===== config.mk =====
export PLATFORM = sky130hd
export DESIGN_NAME = wide_timer_mmio
export DESIGN_NICKNAME = d
export VERILOG_FILES = /design/src/source/wide_timer_pkg.sv /design/src/source/mmio_addr_decode.sv /design/src/source/mmio_read_return.sv /design/src/source/wide_read_slicer.sv /design/src/source/wide_timer_core.sv /design/src/source/wide_timer_mmio.sv
export VERILOG_INCLUDE_DIRS = /design/src /design/src/source
export SDC_FILE = /design/constraint.sdc
export NUM_CORES = 1
export LEC_CHECK = 0
export ABC_CLOCK_PERIOD_IN_PS = 5450
export BUFFER_PORTS_ARGS = -buffer_cell sky130_fd_sc_hd__buf_2
export CORE_MARGIN = 3
export CORE_UTILIZATION = 40
export CTS_CLUSTER_SIZE = 10
export DETAILED_ROUTE_END_ITERATION = 10
export HOLD_SLACK_MARGIN = 0.15
export MAX_ROUTING_LAYER = met4
export SYNTH_ARGS = -nofsm -noshare
export SYNTH_HDL_FRONTEND = slang
export SYNTH_HIERARCHICAL = 1
export SYNTH_SLANG_ARGS = --single-unit

===== constraint.sdc =====
create_clock -name clk -period 5.45 [get_ports clk]
set_input_delay 0.545 -clock clk [delete_from_list [all_inputs] [get_ports clk]]
set_output_delay 0.545 -clock clk [all_outputs]
set_load 0.01 [all_outputs]

===== src/source/wide_timer_settings.svh =====
// *************************************************************************
// Wide timer settings
// Bus and counter widths, register map and reset values
// *************************************************************************

`ifndef WIDE_TIMER_SETTINGS_SVH
`define WIDE_TIMER_SETTINGS_SVH

// Bus word and counter widths
`define BW_MMIO 32
`define BW_WIDE 96

// Bus words per snapshot, low word first
`define NUM_WORDS 3

// Word address width
`define BW_ADDR 3

// Register map, word addresses
`define ADDR_CTRL 3'd0
`define ADDR_STEP 3'd1
`define ADDR_CAPTURE 3'd2
`define ADDR_WIDE 3'd3
`define ADDR_ID 3'd4

// Identity word, ASCII "WTIM"
`define TIMER_ID 32'h5754_494D

// Counter increment after reset
`define RESET_STEP 32'd1

`endif


===== src/source/wide_timer_pkg.sv =====
// *************************************************************************
// Wide timer package
// Bus vector types and the structs passed between decode, execute
// and result stages
// *************************************************************************

`include "wide_timer_settings.svh"

package wide_timer_pkg;

	// Plain vectors with a meaning
	typedef logic [`BW_MMIO-1:0] mmio_word_t;
	typedef logic [`BW_ADDR-1:0] mmio_addr_t;
	typedef logic [`BW_WIDE-1:0] wide_value_t;
	typedef logic [`NUM_WORDS-1:0] word_onehot_t;

	// One bus request as seen at the pins
	typedef struct packed {
		logic re;
		logic we;
		mmio_addr_t addr;
		mmio_word_t wdata;
	} mmio_req_t;

	// Decoded selects, at most one high per cycle
	typedef struct packed {
		logic ctrl_we;
		logic step_we;
		logic capture_we;
		logic ctrl_re;
		logic step_re;
		logic wide_re;
		logic id_re;
		logic unmapped_re;
		mmio_word_t wdata;
	} reg_sel_t;

	// Control state read back from the execute stage
	typedef struct packed {
		logic enable;
		mmio_word_t step;
	} timer_ctrl_t;

endpackage


===== src/source/mmio_addr_decode.sv =====
// *************************************************************************
// MMIO address decode
// Turns one strobe-based bus request into exclusive register selects
// *************************************************************************

`timescale 1ns/1ps

`include "wide_timer_settings.svh"

module mmio_addr_decode import wide_timer_pkg::*; (
	input mmio_req_t req,
	output reg_sel_t sel
);

	// Address hits, not yet gated by a strobe
	logic hit_ctrl;
	logic hit_step;
	logic hit_capture;
	logic hit_wide;
	logic hit_id;

	assign hit_ctrl = (req.addr == `ADDR_CTRL);
	assign hit_step = (req.addr == `ADDR_STEP);
	assign hit_capture = (req.addr == `ADDR_CAPTURE);
	assign hit_wide = (req.addr == `ADDR_WIDE);
	assign hit_id = (req.addr == `ADDR_ID);

	always_comb begin
		// Write side
		// writes to read-only or unknown addresses just drop
		sel.ctrl_we = req.we && hit_ctrl;
		sel.step_we = req.we && hit_step;
		sel.capture_we = req.we && hit_capture;

		// Read side
		sel.ctrl_re = req.re && hit_ctrl;
		sel.step_re = req.re && hit_step;
		sel.wide_re = req.re && hit_wide;
		sel.id_re = req.re && hit_id;

		// Capture is write only, so reading it counts as unmapped
		sel.unmapped_re = req.re && !(hit_ctrl || hit_step || hit_wide || hit_id);

		// Payload passes straight through
		sel.wdata = req.wdata;
	end

	// *********************************************************************
	// Checks
	// *********************************************************************

	// Bus master must never read and write in one cycle
	always_comb begin
		assert final (!(req.re && req.we))
			else $error("mmio_addr_decode: re and we high together");
	end

	// Selects stay exclusive across read and write sides
	always_comb begin
		assert final ($onehot0({sel.ctrl_we, sel.step_we, sel.capture_we,
			sel.ctrl_re, sel.step_re, sel.wide_re, sel.id_re, sel.unmapped_re}))
			else $error("mmio_addr_decode: more than one select high");
	end

endmodule


===== src/source/mmio_read_return.sv =====
// *************************************************************************
// MMIO read return
// Picks the readback source and registers it with a one-cycle
// valid pulse
// *************************************************************************

`timescale 1ns/1ps

`include "wide_timer_settings.svh"

module mmio_read_return import wide_timer_pkg::*; (
	input logic clk,
	input logic rst,
	input reg_sel_t sel,
	input timer_ctrl_t ctrl,
	input wide_value_t snapshot,
	output mmio_word_t rdata,
	output logic rdata_valid
);

	mmio_word_t slice_word;
	mmio_word_t read_word;
	logic any_re;

	// Capture restarts the word sequence, each wide read moves it on
	wide_read_slicer i_slicer (
		.clk(clk),
		.rst(rst),
		.restart(sel.capture_we),
		.advance(sel.wide_re),
		.snapshot(snapshot),
		.word(slice_word)
	);

	// Source select; unmapped reads fall through to zero
	always_comb begin
		read_word = '0;
		if (sel.ctrl_re) begin
			read_word = mmio_word_t'(ctrl.enable);
		end else if (sel.step_re) begin
			read_word = ctrl.step;
		end else if (sel.wide_re) begin
			read_word = slice_word;
		end else if (sel.id_re) begin
			read_word = `TIMER_ID;
		end
	end

	assign any_re = sel.ctrl_re || sel.step_re || sel.wide_re || sel.id_re || sel.unmapped_re;

	// One cycle latency, data holds until the next read
	always_ff @(posedge clk) begin
		if (rst) begin
			rdata <= '0;
			rdata_valid <= 1'b0;
		end else begin
			rdata_valid <= any_re;
			if (any_re) begin
				rdata <= read_word;
			end
		end
	end

endmodule


===== src/source/wide_read_slicer.sv =====
// *************************************************************************
// Wide read slicer
// Circular one-hot word pointer plus one-hot mux, hands out the
// snapshot one bus word per read, low word first
// *************************************************************************

`timescale 1ns/1ps

`include "wide_timer_settings.svh"

module wide_read_slicer import wide_timer_pkg::*; (
	input logic clk,
	input logic rst,
	input logic restart,
	input logic advance,
	input wide_value_t snapshot,
	output mmio_word_t word
);

	// Word pointer, bit i selects bus word i
	word_onehot_t ptr;

	// *********************************************************************
	// Pointer
	// *********************************************************************

	always_ff @(posedge clk) begin
		if (rst || restart) begin
			// Back to the low word
			ptr <= word_onehot_t'(1);
		end else if (advance) begin
			// Rotate left, top word wraps to word 0
			ptr <= {ptr[`NUM_WORDS-2:0], ptr[`NUM_WORDS-1]};
		end
	end

	// *********************************************************************
	// One-hot mux
	// *********************************************************************

	always_comb begin
		word = '0;
		// OR of the gated slices; exactly one term is live
		for (int i = 0; i < `NUM_WORDS; i++) begin
			if (ptr[i]) begin
				word = word | snapshot[i*`BW_MMIO +: `BW_MMIO];
			end
		end
	end

	// Pointer never loses or duplicates its token
	a_ptr_onehot: assert property (
		@(posedge clk) disable iff (rst)
		$onehot(ptr)
	) else $error("wide_read_slicer: pointer not one-hot");

endmodule


===== src/source/wide_timer_core.sv =====
// *************************************************************************
// Wide timer core
// Enable and step registers, 96-bit free-running counter and the
// snapshot register loaded on a capture write
// *************************************************************************

`timescale 1ns/1ps

`include "wide_timer_settings.svh"

module wide_timer_core import wide_timer_pkg::*; (
	input logic clk,
	input logic rst,
	input reg_sel_t sel,
	output timer_ctrl_t ctrl,
	output wide_value_t snapshot
);

	// Control registers
	logic enable;
	mmio_word_t step;

	// Running count, wraps modulo 2**96
	wide_value_t counter;

	// *********************************************************************
	// Control registers
	// *********************************************************************

	always_ff @(posedge clk) begin
		if (rst) begin
			enable <= 1'b0;
			step <= `RESET_STEP;
		end else begin
			// Only bit 0 of the control word is defined
			if (sel.ctrl_we) begin
				enable <= sel.wdata[0];
			end
			if (sel.step_we) begin
				step <= sel.wdata;
			end
		end
	end

	// *********************************************************************
	// Counter and snapshot
	// *********************************************************************

	always_ff @(posedge clk) begin
		if (rst) begin
			counter <= '0;
			snapshot <= '0;
		end else begin
			// Step is zero-extended to the counter width
			if (enable) begin
				counter <= counter + wide_value_t'(step);
			end
			// Snapshot takes the count held before this edge
			if (sel.capture_we) begin
				snapshot <= counter;
			end
		end
	end

	// Readback view
	assign ctrl.enable = enable;
	assign ctrl.step = step;

	// Counter frozen for as long as the timer is disabled
	a_hold_when_disabled: assert property (
		@(posedge clk) disable iff (rst)
		!enable |=> (counter == $past(counter))
	) else $error("wide_timer_core: counter moved while disabled");

endmodule


===== src/source/wide_timer_mmio.sv =====
// *************************************************************************
// Wide timer MMIO top
// 96-bit stepped timer with capture, read as three bus words
// *************************************************************************

`timescale 1ns/1ps

module wide_timer_mmio import wide_timer_pkg::*; (
	input logic clk,
	input logic rst,
	input logic re,
	input logic we,
	input mmio_addr_t addr,
	input mmio_word_t wdata,
	output mmio_word_t rdata,
	output logic rdata_valid
);

	mmio_req_t req;
	reg_sel_t sel;
	timer_ctrl_t ctrl;
	wide_value_t snapshot;

	// Bundle the pins into one request
	assign req = {re, we, addr, wdata};

	// Decode stage
	mmio_addr_decode i_decode (
		.req(req),
		.sel(sel)
	);

	// Execute stage
	wide_timer_core i_core (
		.clk(clk),
		.rst(rst),
		.sel(sel),
		.ctrl(ctrl),
		.snapshot(snapshot)
	);

	// Result stage
	mmio_read_return i_return (
		.clk(clk),
		.rst(rst),
		.sel(sel),
		.ctrl(ctrl),
		.snapshot(snapshot),
		.rdata(rdata),
		.rdata_valid(rdata_valid)
	);

endmodule


==> impl_metrics.csv, run 1 <==
group,metric,value,unit
timing,period_share,0.633,
synthesis,synth_enable_flop_cells,0,
cts,cts_tree,"yes",
global_route,grt_max_degree,144,
route,antenna_left,0,
synthesis,syn_inst,1524,
cells_and_area,final-seq-area,0.00523,mm²
timing,rsz0062_at_grt,"no",
synthesis,ys_warn_count,6,
floorplanning,rows,66,
setup_path,cpPeakStageDelay,590,ps
route,drt_iter0_drc,853,
setup_path,startpoint,"i_core/counter[0]",
cts,cts_buffer_depth,3,
power_and_ir_drop,pwr-share-seq,0.485,
timing,tightest_slew,1120,ps
cells_and_area,area_growth,9.09,%
cts,post_cts_buffers,0,
synthesis,ys_seq_area_frac,0.391,
cts,clock_latency,550,ps
timing,final-hold-violation-count,0,
power_and_ir_drop,power.switching,0.000879,W
setup_path,slowest_stage,"a21oi_4",
route,wl_per_cell,18.9,µm
power_and_ir_drop,switching_share,0.220,
synthesis,synth_nets,1596,
place,routabilityCongestion,0.869,
timing,fmax,290,MHz
floorplanning,dieArea,0.0356,mm²
cells_and_area,antennaDiodeCount,0,
synthesis,syn_area,0.0133,mm²
cts,ctsResizeCount,0,
synthesis,synth_seq_cells,261,
global_route,grt_pass1_vias,10269,
synthesis,ys_types,65,
worst_hold_path,hold_class,"input pin to flop",
cts,ctsHoldBuffers,0,
cells_and_area,drive_gt1_frac,0.101,
place,hpwl,26400,µm
power_and_ir_drop,p_int,0.00311,W
cts,htree_num_levels,1,
place,placement.io_buffers,71,
flow_run,maxCapViolations,0,
route,drt_first_pass_iters,8,
floorplanning,ios,72,
setup_path,r2r_start,"i_core/counter[0]",
route,viasPerCell,5.54,
timing,drv_slew,0,
global_route,grtUsageTotal,0.206,
setup_path,arrival,3930,ps
power_and_ir_drop,p_leak,5.55,nW
cells_and_area,final_core_util,0.445,
synthesis,synth_area_per_cell,8.76,µm²
timing,fin_crit,3450,ps
setup_path,crit_top_cell,"a21oi_1",
global_route,grt_pass1_wl,58000,µm
run_status,run_status,"completed",
timing,slew-limit-headroom,0.251,
floorplanning,chipHeight,189,µm
route,routed_wl,37000,µm
route,drc,0,
cells_and_area,finalInstanceArea,0.0146,mm²
global_route,globalRouteOverflowTotal,0,
setup_path,criticalPathCategory,"flop to flop",
setup_path,crit_path_max_fanout,23,
worst_hold_path,holdCritStartpoint,"wdata[9]",
cells_and_area,nets,1579,
power_and_ir_drop,clkPwrFrac,0.470,
setup_path,end_kind,"flop",
cts,clk_transition_reported_paths,60,ps
cts,clock_sinks,261,
timing,tns,0,ps
power_and_ir_drop,power_density,274,mW/mm²
power_and_ir_drop,ir_drop,0.000217,V
floorplanning,core_area,0.0327,mm²
cts,numCtsBuffers,31,
setup_path,startpoint_type,"flop",
cts,clockRootBuffer,"clkbuf_16",
place,dpl_cell_area,0.0137,mm²
timing,fin_skew,11.1,ps
synthesis,synth_ff_type,"dfxtp_1",
route,vias,10849,
floorplanning,die_x,189,µm
setup_path,crit_chain,"ha_1 -> fa_1 -> a21oi_1 -> nand4b_4 -> a2111o_1 -> nand3_2 -> o211ai_4 -> a21oi_4 -> o2111ai_1 -> or4_1 -> a21oi_1",
timing,setup_viol,0,
cells_and_area,n_fill_cell,3249,
global_route,antenna_found_initial,0,
synthesis,synthArstFlopShare,0,
cells_and_area,multiInputGateArea,0.00720,mm²
setup_path,crit_required,5930,ps
floorplanning,initial_core_util,0.408,
power_and_ir_drop,combPwrFrac,0.045,
cell families (layout without fill, tap and decap cells):
kind of cell	count (synthesis)	count (layout)	synth area share
and+or+nand+nor	541	541	0.193
AOI/OAI and AO/OA	261	261	0.139
adders and majority gates	33	33	0.0315
buffers and inverters	187	179	0.0714
muxes	160	160	0.120
DFF	261	261	0.391
xor gates and xnor gates	81	81	0.0531
layout by cell type, fill, tap and decap left out, types with 6 or more instances in the layout:
cell	count
and3_1	21
a222oi_1	32
nor2_1	250
a211o_1	18
nand2_1	67
o211ai_1	11
a31oi_1	9
nor3_1	12
nand3_1	73
nand4_1	21
mux2i_1	155
xnor2_1	21
clkbuf_8	6
inv_1	50
buf_2	70
nand3b_1	17
or3_1	10
a21o_1	16
ha_1	32
o21ai_0	34
nor2b_1	10
o2111ai_1	25
buf_4	15
xor2_1	60
and2_1	6
clkbuf_16	31
nand2b_1	25
dfxtp_1	260
a21oi_1	76
Yosys cell counts (all sizes together), types with 6 or more instances:
cell type / count / share of area
nand4: 21 / 0.0098
nor3: 15 / 0.0060
a21o: 16 / 0.0090
a21oi: 78 / 0.030
a31oi: 9 / 0.0042
ha: 32 / 0.030
nand3: 74 / 0.028
nor2b: 10 / 0.0047
nand2: 67 / 0.019
buf: 75 / 0.040
or3: 10 / 0.0047
o211ai: 12 / 0.0078
nor2: 254 / 0.071
clkbuf: 62 / 0.017
o2111ai: 26 / 0.018
a222oi: 32 / 0.024
o21ai: 37 / 0.014
xnor2: 21 / 0.014
xor2: 60 / 0.039
inv: 50 / 0.014
nand3b: 17 / 0.0096
mux2i: 155 / 0.12
nand2b: 27 / 0.014
dfxtp: 261 / 0.39
and3: 21 / 0.0098
a211o: 18 / 0.012
and2: 6 / 0.0028
layout make-up:
type                    instances  area share
clock buffers                  41      0.0593
clock inverters                 1     0.00206
inverters                      50      0.0129
multi-input cells            1076       0.495
flip-flops and latches        261       0.359
well taps                     442      0.0380
repair buffers                 87      0.0341
flip-flops by register name (all words and copies together), names as in the netlist:
name                   cells
i_return/rdata_valid       1
i_core/snapshot           96
i_core/counter            96
i_core/enable              1
i_return/rdata            32
i_return/i_slicer/ptr      3
i_core/step               32
routing by layer:
layer / global-route usage / share of wire / up-vias
met1: 0.282 / 0.48 / 5175
met5: - / 0 / -
li1: - / - / 5304
met2: 0.323 / 0.45 / 316
met4: 0.0496 / 0.021 / 0
met3: 0.0316 / 0.058 / 54
power by group through the flow:
stage                     Combinational (W)  Sequential [W]  Clock [W]
final                              0.000178         0.00194    0.00187
after global routing               0.000194         0.00194    0.00200
after CTS                          0.000179         0.00193    0.00192
after detailed placement           0.000179         0.00198          0
after global placement             0.000177         0.00198          0
after floorplan                    0.000146         0.00198          0
per-stage QoR:
step,std cells,setup slack [ps],power (W),hold slack [ps]
after floorplan,1524,2740,0.00212,451
after global placement,1916,2130,0.00215,453
after detailed placement,1916,2050,0.00215,457
after CTS,1958,2030,0.00403,213
after global routing,1958,1750,0.00413,223
final,1958,2000,0.00399,232
path summary, 6_finish.rpt:
check                       endpoint  slack, ps  cells past startpoint
setup / recovery  i_core/counter[66]       2000                     11
hold / removal        i_core/step[9]        230                      3
setup reg to reg  i_core/counter[66]       2000                     11
hold reg to reg    i_return/rdata[2]        460                      2
critical path: cells and delay by family, from the launching register on:
family,cells,cell delay [ps]
compound gates,6,1770
fa+ha+maj,2,450
flops,1,350
simple gates,3,800
Note: power is estimated with default switching activity, not from simulation.
==> inputs of run 2 (changes only) <==
Settings changed: ABC_CLOCK_PERIOD_IN_PS 5450 to 3200.
Clock period 5.45 ns to 3.2 ns, I/O delays scaled along.
==> run 2 against run 1 <==
Compared with the run above:
- critical path depth is the same
- critical endpoint is now i_core/counter[68]
- worst hold slack better by 66 ps
- clock-buffer cell count shrank 3
- largest power group unchanged
==> impl_metrics.csv, run 2 (synthesized netlist as in run 1, its figures left out) <==
group,metric,value,unit
route,routed_wl,37400,µm
timing,fin_skew,8.61,ps
cts,clock_latency,540,ps
timing,period_share,0.947,
cts,htree_num_levels,1,
route,drc,0,
cells_and_area,n_fill_cell,3109,
place,routabilityCongestion,0.898,
run_status,run_status,"completed",
global_route,globalRouteOverflowTotal,0,
cts,numCtsBuffers,30,
setup_path,slowest_stage,"or4b_1",
floorplanning,rows,66,
floorplanning,initial_core_util,0.408,
setup_path,cpPeakStageDelay,490,ps
cells_and_area,drive_gt1_frac,0.111,
timing,final-hold-violation-count,0,
timing,drv_slew,0,
timing,tns,0,ps
setup_path,crit_chain,"ha_1 -> fa_1 -> a21oi_1 -> nand4b_4 -> a2111o_1 -> nand3_2 -> o211ai_4 -> a21oi_4 -> o2111ai_1 -> or4b_1 -> a21oi_1",
cts,clockRootBuffer,"clkbuf_16",
place,placement.io_buffers,71,
setup_path,end_kind,"flop",
timing,rsz0062_at_grt,"no",
route,wl_per_cell,18.6,µm
cts,cts_buffer_depth,3,
setup_path,crit_top_cell,"a21oi_1",
setup_path,r2r_slack,170,ps
setup_path,crit_required,3670,ps
timing,setup_viol,0,
global_route,grt_pass1_wl,59700,µm
timing,fin_crit,3030,ps
global_route,grtUsageTotal,0.211,
global_route,grt_max_degree,82,
power_and_ir_drop,power.total,0.00664,W
cells_and_area,top_regs,"i_core/counter (96), i_core/snapshot (96)",
cells_and_area,final_common_cell,"dfxtp_1",
route,vias,11104,
power_and_ir_drop,ir_drop,0.000289,V
route,viasPerCell,5.53,
power_and_ir_drop,power_density,441,mW/mm²
cells_and_area,layout_common_cells,"dfxtp_1, nor2_1, mux2i_1",
global_route,grt_pass1_vias,10358,
route,drt_iter0_drc,928,
cells_and_area,antennaDiodeCount,0,
cells_and_area,nets,1631,
route,antenna_left,0,
floorplanning,ios,72,
cts,cts_tree,"yes",
timing,slew-limit-headroom,0.172,
floorplanning,die_x,189,µm
place,hpwl,27100,µm
cells_and_area,area_growth,12.8,%
timing,tightest_slew,1240,ps
flow_run,maxCapViolations,0,
floorplanning,chipHeight,189,µm
power_and_ir_drop,p_leak,5.78,nW
cts,clock_sinks,261,
setup_path,crit_path_max_fanout,5,
timing,fmax,330,MHz
floorplanning,dieArea,0.0356,mm²
setup_path,arrival,3500,ps
setup_path,startpoint_type,"flop",
cts,clk_transition_reported_paths,60,ps
route,drt_first_pass_iters,8,
floorplanning,core_area,0.0327,mm²
global_route,antenna_found_initial,0,
worst_hold_path,hold_class,"input pin to flop",
setup_path,criticalPathCategory,"flop to flop",
run 2: stage by stage:
step / std cells / setup WS (ps) / util / hold WS, ps / cell area (µm²)
2_1_floorplan: 1524 / 486 / - / 397 / 13300
5_1_grt: 2007 / 3.11 / 0.461 / 294 / 15100
3_5_place_dp: 1937 / 163 / 0.425 / 459 / 13900
3_3_place_gp: 1937 / 264 / 0.425 / 453 / 13900
4_1_cts: 2007 / 140 / 0.460 / 273 / 15000
6_report: 2007 / 169 / 0.461 / 299 / 15100
run 2: cell type report:
| type | count | area (µm²) | area share |
|---|---|---|---|
| Timing Repair Buffer | 140 | 1040 | 0.0689 |
| Clock buffer | 38 | 822 | 0.0546 |
| Inverter | 50 | 188 | 0.0125 |
| Sequential cell | 261 | 5230 | 0.347 |
| Multi-Input combinational cell | 1076 | 7230 | 0.480 |
| Tap cell | 442 | 553 | 0.0367 |
run 2: per-layer routing:
| metal | vias up | part of all wire | GRT usage | wire, µm |
|---|---|---|---|---|
| met2 | 366 | 0.44 | 0.331 | 16600 |
| li1 | 5422 | - | - | - |
| met3 | 61 | 0.062 | 0.0225 | 2310 |
| met5 | - | 0 | - | 0 |
| met4 | 0 | 0.021 | 0.0444 | 790 |
| met1 | 5255 | 0.47 | 0.296 | 17700 |
run 2: repair_timing:
| action | CTS | global route |
|---|---|---|
| hold endpoints to repair | 32 | 0 |
| setup buffers | 0 | 0 |
| hold buffers | 32 | 0 |
| resized for setup | 0 | 6 |
| setup endpoints to repair | 0 | 16 |
run 2: path summary, 6_finish.rpt:
kind | from | endpoint | cells past startpoint
worst min-delay path | we | i_core/step[14] | 5
worst max register to register | i_core/counter[0] | i_core/counter[68] | 11
worst min register to register | i_return/rdata[7] | i_return/rdata[7] | 2
worst max-delay path | i_core/counter[0] | i_core/counter[68] | 11
run 2: power by group:
group / internal (W) / switching, W / leakage [nW]
Combinational: 0.000138 / 0.000201 / 3.27
Clock: 0.00175 / 0.00125 / 0.402
Sequential: 0.00328 / 0.0000267 / 2.11
run 2: worst max-delay path, delay by kind of cell (launching register included):
family / cells / cell delay, ps
and+or+nand+nor: 3 / 830
adders and majority gates: 2 / 480
DFF: 1 / 350
AOI/OAI and AO/OA: 6 / 1280
